### config.mk
export PLATFORM = sky130hd
export DESIGN_NAME = bank_arbiter
export DESIGN_NICKNAME = d
export VERILOG_FILES = /design/src/design/npu_pkg.sv /design/src/design/bank_arbiter.sv
export SDC_FILE = /design/constraint.sdc
export NUM_CORES = 1
export LEC_CHECK = 0
export BUFFER_PORTS_ARGS = -buffer_cell sky130_fd_sc_hd__buf_2
export CORE_AREA = 2 2 56 58
export CTS_CLUSTER_SIZE = 24
export DETAILED_ROUTE_END_ITERATION = 7
export DIE_AREA = 0 0 58 60
export PLACE_DENSITY = 0.91
export SLEW_MARGIN = 10
export SYNTH_ARGS = -nofsm -noshare
export SYNTH_HDL_FRONTEND = slang
export SYNTH_SLANG_ARGS = --single-unit
### constraint.sdc
create_clock -name CLOCK_50 -period 1.55 [get_ports CLOCK_50]
set_input_delay 0.0775 -clock CLOCK_50 [delete_from_list [all_inputs] [get_ports CLOCK_50]]
set_output_delay 0.0775 -clock CLOCK_50 [all_outputs]
set_load 0.03 [all_outputs]
### src/design/npu_pkg.sv
package npu_pkg;

    // --------------------
    // sizes
    // --------------------
    localparam int data_width      = 16;
    localparam int num_banks       = 8;
    localparam int bank_depth      = 1024;
    localparam int bank_addr_width = 10;
    localparam int bank_sel_width  = 3;

    localparam int inst_width      = 128;
    localparam int inst_depth      = 512;
    localparam int inst_addr_width = 9;

    // row and column counts, 0 to 16
    localparam int dim_width       = 5;

    // --------------------
    // instruction word
    // --------------------
    localparam int opcode_width  = 4;
    localparam int opcode_lsb    = 124;
    localparam int src1_bank_lsb = 112;
    localparam int src1_off_lsb  = 96;
    localparam int src2_bank_lsb = 80;
    localparam int src2_off_lsb  = 64;
    localparam int dest_bank_lsb = 48;
    localparam int dest_off_lsb  = 32;
    localparam int rows_lsb      = 8;
    localparam int cols_lsb      = 0;

    // only add is executed, the rest are recognised and dropped
    localparam logic [opcode_width-1:0] op_add  = 4'd1;
    localparam logic [opcode_width-1:0] op_conv = 4'd7;
    localparam logic [opcode_width-1:0] op_pool = 4'd8;
    localparam logic [opcode_width-1:0] op_relu = 4'd10;

    // one matrix location
    typedef struct packed {
        logic [bank_sel_width-1:0]  bank;
        logic [bank_addr_width-1:0] offset;
    } operand_t;

    // decoded add instruction
    typedef struct packed {
        operand_t               src1;
        operand_t               src2;
        operand_t               dest;
        logic [dim_width-1:0]   rows;
        logic [dim_width-1:0]   cols;
    } matrix_desc_t;

    // single scratch access
    typedef struct packed {
        logic                       valid;
        logic                       write;
        logic [bank_sel_width-1:0]  bank;
        logic [bank_addr_width-1:0] offset;
        logic [data_width-1:0]      wdata;
    } mem_req_t;

endpackage
### src/design/bank_arbiter.sv
module bank_arbiter import npu_pkg::*; (
    input  logic                  CLOCK_50,
    input  logic                  reset,
    input  mem_req_t              engine_req,
    input  mem_req_t              host_req,
    input  logic [data_width-1:0] mem_rdata,
    output mem_req_t              mem_req,
    output logic [data_width-1:0] host_rdata,
    output logic                  host_rvalid,
    output logic [data_width-1:0] engine_rdata
);

    logic host_granted;
    logic engine_rd_q;

    // engine always wins, a host request in a busy cycle is lost
    assign host_granted = host_req.valid && !engine_req.valid;

    always_comb begin
        if (engine_req.valid) begin
            mem_req = engine_req;
        end else begin
            mem_req = host_req;
        end
    end

    // remember who owns the read data of the next cycle
    always_ff @(posedge CLOCK_50) begin
        if (reset) begin
            host_rvalid <= 1'b0;
            engine_rd_q <= 1'b0;
        end else begin
            host_rvalid <= host_granted && !host_req.write;
            engine_rd_q <= engine_req.valid && !engine_req.write;
        end
    end

    assign host_rdata   = host_rvalid ? mem_rdata : '0;
    assign engine_rdata = engine_rd_q ? mem_rdata : '0;

endmodule

# Word-level counts from Yosys, hierarchy flattened
# Cells that the tools add are included.
# op_classes
div_mod_pow	0
mux	3
shift	0
bitwise_logic	0
n_eq_ne	0
add_sub_neg	0
n_reduce_logical	6
n_lt_le_gt_ge	0
n_mul	0
# ops
cell	n
16-bit 2-to-1 mux	2
31-bit 2-to-1 mux	1
1-bit logical AND	3
1-bit logical NOT	3
# word_totals
rom_bits	0
latch_bits	0
inputBits	80
n_memories	0
output_inout_bits	64
regBits	2
ram_bits	0

# Longest topological paths before layout
# Gate-level depths: netlist of the first run.
# depth
depth_word	3
mapped_depth	3
mapped_depth_nobuf	1

# Worst setup path before layout of the first run
# Ideal clock, no wire load.
# synth_timing
path_type	register -> output
startpoint	register host_rvalid
endpoint	output port host_rdata[15]
path_slack_ns	0.371
required_ns	1.472
t_arrival_ns	1.101
stages_incl_launch_ff	3
n_path_buf	1
cell_sequence	dfxtp_1 -> clkbuf_1 -> and2_1
# synth_via
elab_chain_len	1
# synth_rtl
item	line	text
from (decl)	bank_arbiter.sv:9	output logic host_rvalid,
from (signal assigned)	bank_arbiter.sv:33	host_rvalid <= host_granted && !host_req.write;
16-bit 2-to-1 mux	bank_arbiter.sv:38	assign host_rdata = host_rvalid ? mem_rdata : '0;
to (decl)	bank_arbiter.sv:8	output logic [data_width-1:0] host_rdata,
# No other way between the ends.

# Worst setup path after layout of the first run
# Same ends and word-level chain as after synthesis.

==> insert_results.sql, run 1 <==
INSERT INTO impl_metrics (metric_group, metric, value, unit) VALUES
('detailed_routing', 'via_count', '1054', ''),
('logic_synthesis', 'synth.area.top_cells', 'mux2_4 52%, and2_1 26%, buf_12 5.1%', ''),
('cells_and_area', 'layout_commonest_cell', 'buf_2', ''),
('place', 'placement_stage_worst_setup_slack', '510', 'ps'),
('clocking', 'post_cts.repair.setup_buffers', '0', ''),
('grt', 'maximum_number_of_pins_on_one_net_before_global_route_repair', '34', ''),
('detailed_routing', 'initialDrtViolationCount', '43', ''),
('floorplanning', 'row_count', '20', ''),
('detailed_routing', 'post_drt_via_cell_ratio', '4.27', ''),
('timing', 'finalHoldViolations', '0', ''),
('logic_synthesis', 'syn-mean-instance-area', '10.7', 'um^2'),
('logic_synthesis', 'syn-cell-area', '782', 'um^2'),
('worst_setup_path', 'critical_path.n_buffers_inverters', '1', ''),
('floorplanning', 'start_util', '0.269', ''),
('logic_synthesis', 'synth_seq_area_share', '0.0512', ''),
('clocking', 'tritoncts', 'done', ''),
('logic_synthesis', 'yosysTopAreaCellShare', '0.518', ''),
('hold_path', 'holdCritStartpoint', 'engine_req[29]', ''),
('pwr', 'pwr-share-seq', '0.087', ''),
('pwr', 'power_density_normalized_to_cell_area', '445', 'mW/mm^2'),
('pwr', 'swShare', '0.455', ''),
('grt', 'grt_first_pass_wirelength', '4.05', 'mm'),
('floorplanning', 'dieHeight', '60', 'um'),
('hold_path', 'hold-path-cell-count', '2', ''),
('place', 'post_place_instance_area', '0.00149', 'mm^2'),
('timing', 'setup_repair_after_global_routing_missed_its_margin', 'false', ''),
('clocking', 'cts_resizes', '0', ''),
('pwr', 'static-leakage-power', '0.984', 'nW'),
('worst_setup_path', 'cp_cell_sequence', 'and2_1, buf_2', ''),
('detailed_routing', 'routed_wire_length_per_instance', '12.8', 'um'),
('worst_setup_path', 'critical_path.max_fanout', '17', ''),
('cells_and_area', 'finish.instance_area', '0.00151', 'mm^2'),
('cells_and_area', 'insertedDiodeCount', '0', ''),
('floorplanning', 'die_w', '58', 'um'),
('floorplanning', 'placeableCoreArea', '0.00290', 'mm^2'),
('hold_path', 'hp-class', 'input port to flop', ''),
('grt', 'grt_overflow', '0', ''),
('clocking', 'cts-buffers-inserted', '3', ''),
('job', 'maxCapViolations', '0', ''),
('timing', 'worst_slew_pin_slew', '396', 'ps'),
('pwr', 'vdd.ir_drop.worst', '0.346', 'mV'),
('pwr', 'report.power.total', '671', 'uW'),
('hold_path', 'hold_end', 'engine_rd_q$_SDFF_PP0_', ''),
('logic_synthesis', 'cell_count_after_synthesis', '73', ''),
('detailed_routing', 'detail_route.wirelength', '3.17', 'mm'),
('floorplanning', 'design.die.area', '0.00348', 'mm^2'),
('grt', 'grt_antenna_before_repair', '0', ''),
('place', 'routabilityCongestion', '0.770', ''),
('timing', 'fmaxAchievable', '811', 'MHz'),
('logic_synthesis', 'netlist-cell-type-count', '11', ''),
('worst_setup_path', 'criticalPathCategory', 'flop to output pin', ''),
('worst_setup_path', 'slowest_stage', 'dfxtp_1', ''),
('pwr', 'comb_power_share', '0.744', ''),
('worst_setup_path', 'critPathCaptureType', 'output pin', ''),
('worst_setup_path', 'crit_required', '1470', 'ps'),
('worst_setup_path', 'critPathMaxStageDelay', '550', 'ps'),
('run_status', 'status', 'complete, no violations', ''),
('clocking', 'ctsHtreeMaxLevel', '1', ''),
('cells_and_area', 'syn2layout_area_growth', '92.8', '%'),
('cells_and_area', 'drive_above_1_share', '0.832', ''),
('worst_setup_path', 'cp_top_family', 'flip-flops', ''),
('cells_and_area', 'number_of_nets_in_the_finished_design', '296', ''),
('timing', 'finalWorstSetupSlack', '316', 'ps'),
('worst_setup_path', 'cp_data_arrival_time', '1160', 'ps'),
('timing', 'setup_violations', '0', ''),
('detailed_routing', 'drtAntennaViolNets', '0', ''),
('grt', 'grt_util_all_layers', '0.158', ''),
('clocking', 'postCtsHoldBufs', '0', ''),
('clocking', 'clock_sinks', '2', ''),
('cells_and_area', 'multiInputGateArea', '668', 'um^2'),
('timing', 'fin_crit_sh', '0.796', '');
## per-layer routing
layer,share of wire,wire [um],up-vias,global-route usage
met4,0,0,0,0.0399
met3,0.11,340,0,0.0216
met1,0.31,972,438,0.133
met5,0,0,-,0
met2,0.58,1850,86,0.365
li1,-,-,530,-
## logic make-up (layout without fill, tap and decap cells)
kind of cell | after synthesis | count (layout) | synth area share
and+or+nand+nor | 35 | 35 | 0.293
buffers and inverters | 6 | 147 | 0.0944
muxes | 30 | 30 | 0.562
DFF | 2 | 2 | 0.0512
## area by class of cell
cell class                      instances  area share
Multi-Input combinational cell         65       0.443
Tap cell                               33      0.0274
Clock buffer                            3      0.0149
Sequential cell                         2      0.0266
Timing Repair Buffer                  144       0.488
## power groups by stage
| stage | registers [mW] | clock network (mW) | logic, mW |
|---|---|---|---|
| 3_3_place_gp | 0.0593 | 0 | 0.495 |
| 2_1_floorplan | 0.0574 | 0 | 0.330 |
| 5_1_grt | 0.0596 | 0.120 | 0.525 |
| 4_1_cts | 0.0586 | 0.119 | 0.503 |
| 3_5_place_dp | 0.0593 | 0 | 0.502 |
| 6_report | 0.0586 | 0.113 | 0.499 |
## cells in the mapped netlist
| master | count |
|---|---|
| and2_1 | 32 |
| buf_12 | 2 |
| buf_6 | 1 |
| buf_8 | 1 |
| clkbuf_1 | 2 |
| dfxtp_1 | 2 |
| mux2_2 | 3 |
| mux2_4 | 27 |
| nor3b_1 | 1 |
| nor4b_2 | 1 |
| or2_1 | 1 |
## stage by stage
stage,cells,hold WS (ps)
floorplan,73,148
global placement,244,266
detailed placement,244,262
CTS,247,26.0
global route,247,39.2
finish,247,34.1
## registers in the layout, indices dropped and copies added, names as in the netlist
signal       flops
engine_rd_q      1
host_rvalid      1
## worst max-delay path by stage
stage	start	to	slack (ps)	cells after the start
after floorplan	host_rvalid$_SDFF_PP0_	host_rdata[15]	370	2
after global placement	engine_req[30]	mem_req[28]	530	4
after detailed placement	engine_req[30]	mem_req[1]	510	4
after CTS	host_rvalid$_SDFF_PP0_	host_rdata[15]	300	2
after global routing	host_rvalid$_SDFF_PP0_	host_rdata[7]	240	2
final	host_rvalid$_SDFF_PP0_	host_rdata[15]	320	2
(Power assumes the default switching activity.)
==> inputs of run 2 (changes only) <==
- CORE_AREA: 2 2 56 58 -> default
- CORE_UTILIZATION: default -> 26
- DIE_AREA: 0 0 58 60 -> default
- PLACE_DENSITY: 0.91 -> 0.87
- clock period: 1.55 -> 1.3 ns (I/O delays scaled with it)
==> insert_results.sql, run 2 (synthesis results as in run 1) <==
INSERT INTO impl_metrics (metric_group, metric, value, unit) VALUES
('cells_and_area', 'drive_above_1_share', '0.841', ''),
('timing', 'finalHoldViolations', '0', ''),
('clocking', 'cts-buffers-inserted', '3', ''),
('cells_and_area', 'layout_commonest_cell', 'buf_2', ''),
('cells_and_area', 'largest_registers', 'engine_rd_q x1, host_rvalid x1', ''),
('floorplanning', 'design.die.area', '0.00323', 'mm^2'),
('floorplanning', 'ports', '144', ''),
('job', 'maxCapViolations', '0', ''),
('detailed_routing', 'drtPass1Iterations', '8', ''),
('cells_and_area', 'insertedDiodeCount', '0', ''),
('place', 'io_buffers', '143', ''),
('timing', 'worst_hold_slack', '29.6', 'ps'),
('place', 'routabilityCongestion', '0.730', ''),
('cells_and_area', 'mostFrequentLayoutCells', '143 x buf_2, 32 x and2_1, 27 x mux2_4', ''),
('pwr', 'clkPwrFrac', '0.173', ''),
('timing', 'setup_repair_after_global_routing_missed_its_margin', 'false', ''),
('floorplanning', 'row_count', '19', ''),
('floorplanning', 'placeableCoreArea', '0.00281', 'mm^2'),
('grt', 'grt_antenna_before_repair', '0', ''),
('worst_setup_path', 'critical_path.max_fanout', '17', ''),
('worst_setup_path', 'critPathMaxStageDelay', '430', 'ps'),
('pwr', 'intPower', '437', 'uW'),
('run_status', 'failed_checks', 'design-rule violations', ''),
('worst_setup_path', 'critical_path.n_buffers_inverters', '1', ''),
('floorplanning', 'die_w', '56.8', 'um'),
('detailed_routing', 'drtAntennaViolNets', '0', ''),
('timing', 'final_period_minus_worst_setup_slack', '1070', 'ps'),
('clocking', 'post_cts.repair.setup_buffers', '0', ''),
('clocking', 'cts_resizes', '0', ''),
('grt', 'grt.met3_usage', '0.0599', ''),
('pwr', 'total_switching_power', '371', 'uW'),
('cells_and_area', 'number_of_nets_in_the_finished_design', '296', ''),
('pwr', 'static-leakage-power', '0.985', 'nW'),
('detailed_routing', 'via_count', '1082', ''),
('timing', 'fmaxAchievable', '931', 'MHz'),
('cells_and_area', 'finalCoreUtilization', '0.537', ''),
('clocking', 'clkTransAtPathRegs', '30', 'ps'),
('clocking', 'cts_root_buffer', 'clkbuf_4', ''),
('hold_path', 'hp-class', 'input port to flop', ''),
('pwr', 'report.power.total', '807', 'uW'),
('worst_setup_path', 'critPathCaptureType', 'output pin', ''),
('pwr', 'pwr-share-seq', '0.087', ''),
('grt', 'global_route.peak_usage_layer', 'met2', ''),
('floorplanning', 'start_util', '0.279', ''),
('floorplanning', 'dieHeight', '56.8', 'um'),
('place', 'placement_stage_worst_setup_slack', '291', 'ps'),
('cells_and_area', 'finish.instance_area', '0.00151', 'mm^2'),
('worst_setup_path', 'worst_setup_path_startpoint', 'host_rvalid$_SDFF_PP0_', ''),
('clocking', 'ctsHtreeMaxLevel', '1', ''),
('run_status', 'status', 'finished with violations', ''),
('worst_setup_path', 'criticalPathCategory', 'flop to output pin', ''),
('hold_path', 'holdCritStartpoint', 'host_req[29]', ''),
('timing', 'slew_headroom', '0.851', ''),
('timing', 'fin_crit_sh', '0.826', ''),
('timing', 'worst_slew_pin_slew', '223', 'ps'),
('pwr', 'vdd.ir_drop.worst', '0.290', 'mV'),
('worst_setup_path', 'slowest_stage', 'dfxtp_2', ''),
('detailed_routing', 'post_drt_via_cell_ratio', '4.42', ''),
('clocking', 'tritoncts', 'done', ''),
('detailed_routing', 'initialDrtViolationCount', '58', ''),
('cells_and_area', 'syn2layout_area_growth', '92.8', '%'),
('place', 'post_place_instance_area', '0.00148', 'mm^2'),
('grt', 'grt_util_all_layers', '0.181', ''),
('worst_setup_path', 'worstSetupPathDepth', '2', ''),
('grt', 'global_route.usage.met1', '0.139', ''),
('worst_setup_path', 'crit_required', '1240', 'ps'),
('clocking', 'clock_sinks', '2', ''),
('detailed_routing', 'routed_wire_length_per_instance', '13.1', 'um'),
('worst_setup_path', 'startpoint_type_of_the_worst_setup_path', 'flop', ''),
('place', 'place.detailed.instances', '242', ''),
('pwr', 'power_density_normalized_to_cell_area', '536', 'mW/mm^2'),
('worst_setup_path', 'cp_cell_sequence', 'and2_1, buf_2', ''),
('worst_setup_path', 'cp_data_arrival_time', '1010', 'ps'),
('cells_and_area', 'fin_cells', '245', ''),
('detailed_routing', 'detail_route.wirelength', '3.22', 'mm'),
('worst_setup_path', 'cp_top_family', 'flip-flops', ''),
('timing', 'final-max-slew-violation-count', '0', ''),
('pwr', 'swShare', '0.459', ''),
('detailed_routing', 'route.detailed.drc', '19', ''),
('grt', 'grt.met2_usage', '0.398', ''),
('grt', 'grt_overflow', '0', ''),
('pwr', 'comb_power_share', '0.740', ''),
('hold_path', 'hold-path-cell-count', '2', ''),
('clocking', 'postCtsHoldBufs', '0', ''),
('clocking', 'clock_tree.buffer_depth', '2', ''),
('timing', 'finalWorstSetupSlack', '226', 'ps'),
('grt', 'first_global_vias', '961', ''),
('grt', 'grt_first_pass_wirelength', '4.40', 'mm'),
('grt', 'maximum_number_of_pins_on_one_net_before_global_route_repair', '34', ''),
('timing', 'final.setup.tns', '0', 'ps'),
('timing', 'setup_violations', '0', '');
run 2: power groups by stage:
| stage | registers (mW) | logic [mW] | clock network, mW |
|---|---|---|---|
| after global routing | 0.0720 | 0.624 | 0.156 |
| after CTS | 0.0703 | 0.602 | 0.149 |
| after floorplan | 0.0684 | 0.394 | 0 |
| after detailed placement | 0.0711 | 0.602 | 0 |
| after global placement | 0.0710 | 0.591 | 0 |
| final | 0.0704 | 0.598 | 0.139 |
run 2: worst paths after layout:
| path | to | slack, ps |
|---|---|---|
| max | host_rdata[10] | 230 |
| min | host_rvalid$_SDFF_PP0_ | 30 |
run 2: layer usage:
metal  wire length, um  vias to the layer above
met4                45                        0
met3               369                        6
met2              1850                       90
li1                  -                      528
met1               947                      458
met5                 0                        -
run 2: area by class of cell:
class                           instances  area [um^2]
Fill cell                             263         1300
Timing Repair Buffer                  144          736
Multi-Input combinational cell         65          668
Sequential cell                         2         42.5
Tap cell                               31         38.8
Clock buffer                            3         22.5
==> inputs of run 3 (changes only) <==
- CORE_UTILIZATION: 26 -> 24
- PLACE_DENSITY: 0.87 -> 0.85
- clock period: 1.3 -> 0.9 ns (I/O delays scaled with it)
==> insert_results.sql, run 3 (synthesis results as in run 1) <==
INSERT INTO impl_metrics (metric_group, metric, value, unit) VALUES
('run_status', 'failed_checks', 'negative setup slack', ''),
('detailed_routing', 'initialDrtViolationCount', '40', ''),
('cells_and_area', 'mostFrequentLayoutCells', '108 x buf_2, 33 x buf_6, 27 x mux2_4', ''),
('pwr', 'swShare', '0.435', ''),
('pwr', 'total_switching_power', '567', 'uW'),
('pwr', 'vdd.ir_drop.worst', '0.432', 'mV'),
('floorplanning', 'design.die.area', '0.00349', 'mm^2'),
('grt', 'grt_first_pass_wirelength', '4.92', 'mm'),
('timing', 'final.setup.tns', '-2370', 'ps'),
('detailed_routing', 'detail_route.wirelength', '3.61', 'mm'),
('worst_setup_path', 'critical_path.n_buffers_inverters', '1', ''),
('timing', 'setup_repair_after_global_routing_missed_its_margin', 'true', ''),
('pwr', 'pwr-share-seq', '0.075', ''),
('floorplanning', 'row_count', '20', ''),
('timing', 'final-max-slew-violation-count', '0', ''),
('clocking', 'tritoncts', 'done', ''),
('place', 'io_buffers', '143', ''),
('timing', 'final_period_minus_worst_setup_slack', '1010', 'ps'),
('clocking', 'ctsHtreeMaxLevel', '1', ''),
('pwr', 'power_density_normalized_to_cell_area', '694', 'mW/mm^2'),
('place', 'post_place_instance_area', '0.00157', 'mm^2'),
('worst_setup_path', 'critical_path.max_fanout', '17', ''),
('cells_and_area', 'drive_above_1_share', '0.927', ''),
('cells_and_area', 'finish.instance_area', '0.00188', 'mm^2'),
('hold_path', 'hp-class', 'input port to flop', ''),
('clocking', 'cts_root_buffer', 'clkbuf_4', ''),
('floorplanning', 'placeableCoreArea', '0.00308', 'mm^2'),
('detailed_routing', 'route.detailed.drc', '0', ''),
('worst_setup_path', 'cp_top_family', 'flip-flops', ''),
('floorplanning', 'die_w', '59.1', 'um'),
('clocking', 'clock_sinks', '2', ''),
('detailed_routing', 'routed_wire_length_per_instance', '13.7', 'um'),
('job', 'maxCapViolations', '0', ''),
('hold_path', 'holdCritStartpoint', 'host_req[29]', ''),
('detailed_routing', 'via_count', '1145', ''),
('clocking', 'cts-buffers-inserted', '3', ''),
('grt', 'first_global_vias', '1131', ''),
('cells_and_area', 'number_of_nets_in_the_finished_design', '301', ''),
('timing', 'setup_violations', '33', ''),
('timing', 'fin_crit_sh', '1.12', ''),
('worst_setup_path', 'startpoint_type_of_the_worst_setup_path', 'flop', ''),
('grt', 'grt_util_all_layers', '0.195', ''),
('detailed_routing', 'drtPass1Iterations', '4', ''),
('detailed_routing', 'post_drt_via_cell_ratio', '4.34', ''),
('grt', 'grt_overflow', '0', ''),
('timing', 'worst_slew_pin_slew', '176', 'ps'),
('floorplanning', 'dieHeight', '59.1', 'um'),
('worst_setup_path', 'slowest_stage', 'dfxtp_4', ''),
('timing', 'finalWorstSetupSlack', '-107', 'ps'),
('detailed_routing', 'drtAntennaViolNets', '0', ''),
('clocking', 'clock_tree.buffer_depth', '2', ''),
('worst_setup_path', 'crit_required', '850', 'ps'),
('cells_and_area', 'syn2layout_area_growth', '140', '%'),
('floorplanning', 'start_util', '0.254', ''),
('worst_setup_path', 'cp_data_arrival_time', '960', 'ps'),
('timing', 'fmaxAchievable', '993', 'MHz'),
('worst_setup_path', 'criticalPathCategory', 'flop to output pin', ''),
('hold_path', 'hold-path-cell-count', '2', ''),
('pwr', 'static-leakage-power', '1.08', 'nW'),
('timing', 'worst_hold_slack', '2.35', 'ps'),
('run_status', 'status', 'finished with violations', ''),
('grt', 'maximum_number_of_pins_on_one_net_before_global_route_repair', '18', ''),
('place', 'dpl.hpwl', '2.96', 'mm'),
('hold_path', 'hold_end', 'host_rvalid$_SDFF_PP0_', ''),
('cells_and_area', 'insertedDiodeCount', '0', ''),
('worst_setup_path', 'critPathMaxStageDelay', '410', 'ps'),
('timing', 'slew_headroom', '0.883', ''),
('pwr', 'clkPwrFrac', '0.175', ''),
('cells_and_area', 'largest_registers', 'engine_rd_q x1, host_rvalid x1', ''),
('clocking', 'clkTransAtPathRegs', '40', 'ps'),
('clocking', 'post_cts.repair.setup_buffers', '0', ''),
('pwr', 'intPower', '735', 'uW'),
('worst_setup_path', 'critPathCaptureType', 'output pin', ''),
('worst_setup_path', 'cp_cell_sequence', 'and2_1, buf_6', ''),
('grt', 'grt_antenna_before_repair', '0', ''),
('cells_and_area', 'layout_commonest_cell', 'buf_2', ''),
('floorplanning', 'ports', '144', ''),
('pwr', 'comb_power_share', '0.750', ''),
('timing', 'finalHoldViolations', '0', ''),
('place', 'routabilityCongestion', '0.825', '');
==> run 3: cell types whose count changed in the layout (fill, tap and decap cells not counted), moves of 2 or more <==
| cell | before | now |
|---|---|---|
| and2_1 | 32 | 11 |
| buf_2 | 143 | 108 |
| dfxtp_2 | 2 | 0 |
| and2_4 | 0 | 3 |
| dfxtp_4 | 0 | 2 |
| buf_16 | 0 | 2 |
| buf_6 | 0 | 33 |
| dlygate4sd3_1 | 0 | 2 |
| and2_2 | 0 | 18 |
==> run 3: power by group through the flow <==
stage / logic [mW] / clock network, mW / registers (mW)
after floorplan: 0.574 / 0 / 0.0968
after global placement: 0.885 / 0 / 0.0967
after detailed placement: 0.895 / 0 / 0.0969
after CTS: 0.977 / 0.238 / 0.0979
after global routing: 1.02 / 0.255 / 0.0998
final: 0.976 / 0.228 / 0.0980
==> run 3: worst max-delay path by stage <==
stage / from / end / depth (start not counted)
global placement: engine_req[30] / mem_req[16] / 4
finish: host_rvalid$_SDFF_PP0_ / host_rdata[0] / 2
CTS: host_rvalid$_SDFF_PP0_ / host_rdata[10] / 2
detailed placement: engine_req[30] / mem_req[21] / 4
global route: host_rvalid$_SDFF_PP0_ / host_rdata[8] / 2
floorplan: host_rvalid$_SDFF_PP0_ / host_rdata[10] / 2
==> run 3: final cells by class <==
type | count | area (um^2)
Fill cell | 277 | 1200
Tap cell | 44 | 55.1
Sequential cell | 2 | 47.5
Multi-Input combinational cell | 65 | 698
Clock buffer | 4 | 26.3
Timing Repair Buffer | 149 | 1050
==> run 3: metrics by stage <==
| stage | std cells | worst slack (ps) | power [mW] | util |
|---|---|---|---|---|
| 6_report | 264 | -107 | 1.30 | 0.610 |
| 5_1_grt | 264 | -141 | 1.37 | 0.610 |
| 4_1_cts | 264 | -101 | 1.31 | 0.609 |
| 3_5_place_dp | 257 | -45.8 | 0.992 | 0.510 |
| 3_3_place_gp | 257 | -33.3 | 0.982 | 0.510 |
| 2_1_floorplan | 73 | 45.6 | 0.671 | - |
==> run 3: per-layer routing <==
layer	vias up	part of all wire	GRT usage
li1	540	-	-
met1	503	0.31	0.157
met2	96	0.56	0.403
met3	6	0.11	0.0742
met4	0	0.020	0.0918
met5	-	0	0
==> run 3: repair_timing <==
item,4_1_cts,5_1_grt
pin swaps,0,0
setup endpoints to repair,52,33
hold buffers,2,0
gates resized for setup,75,1
gates cloned,2,0
endpoints found under the hold margin,2,0
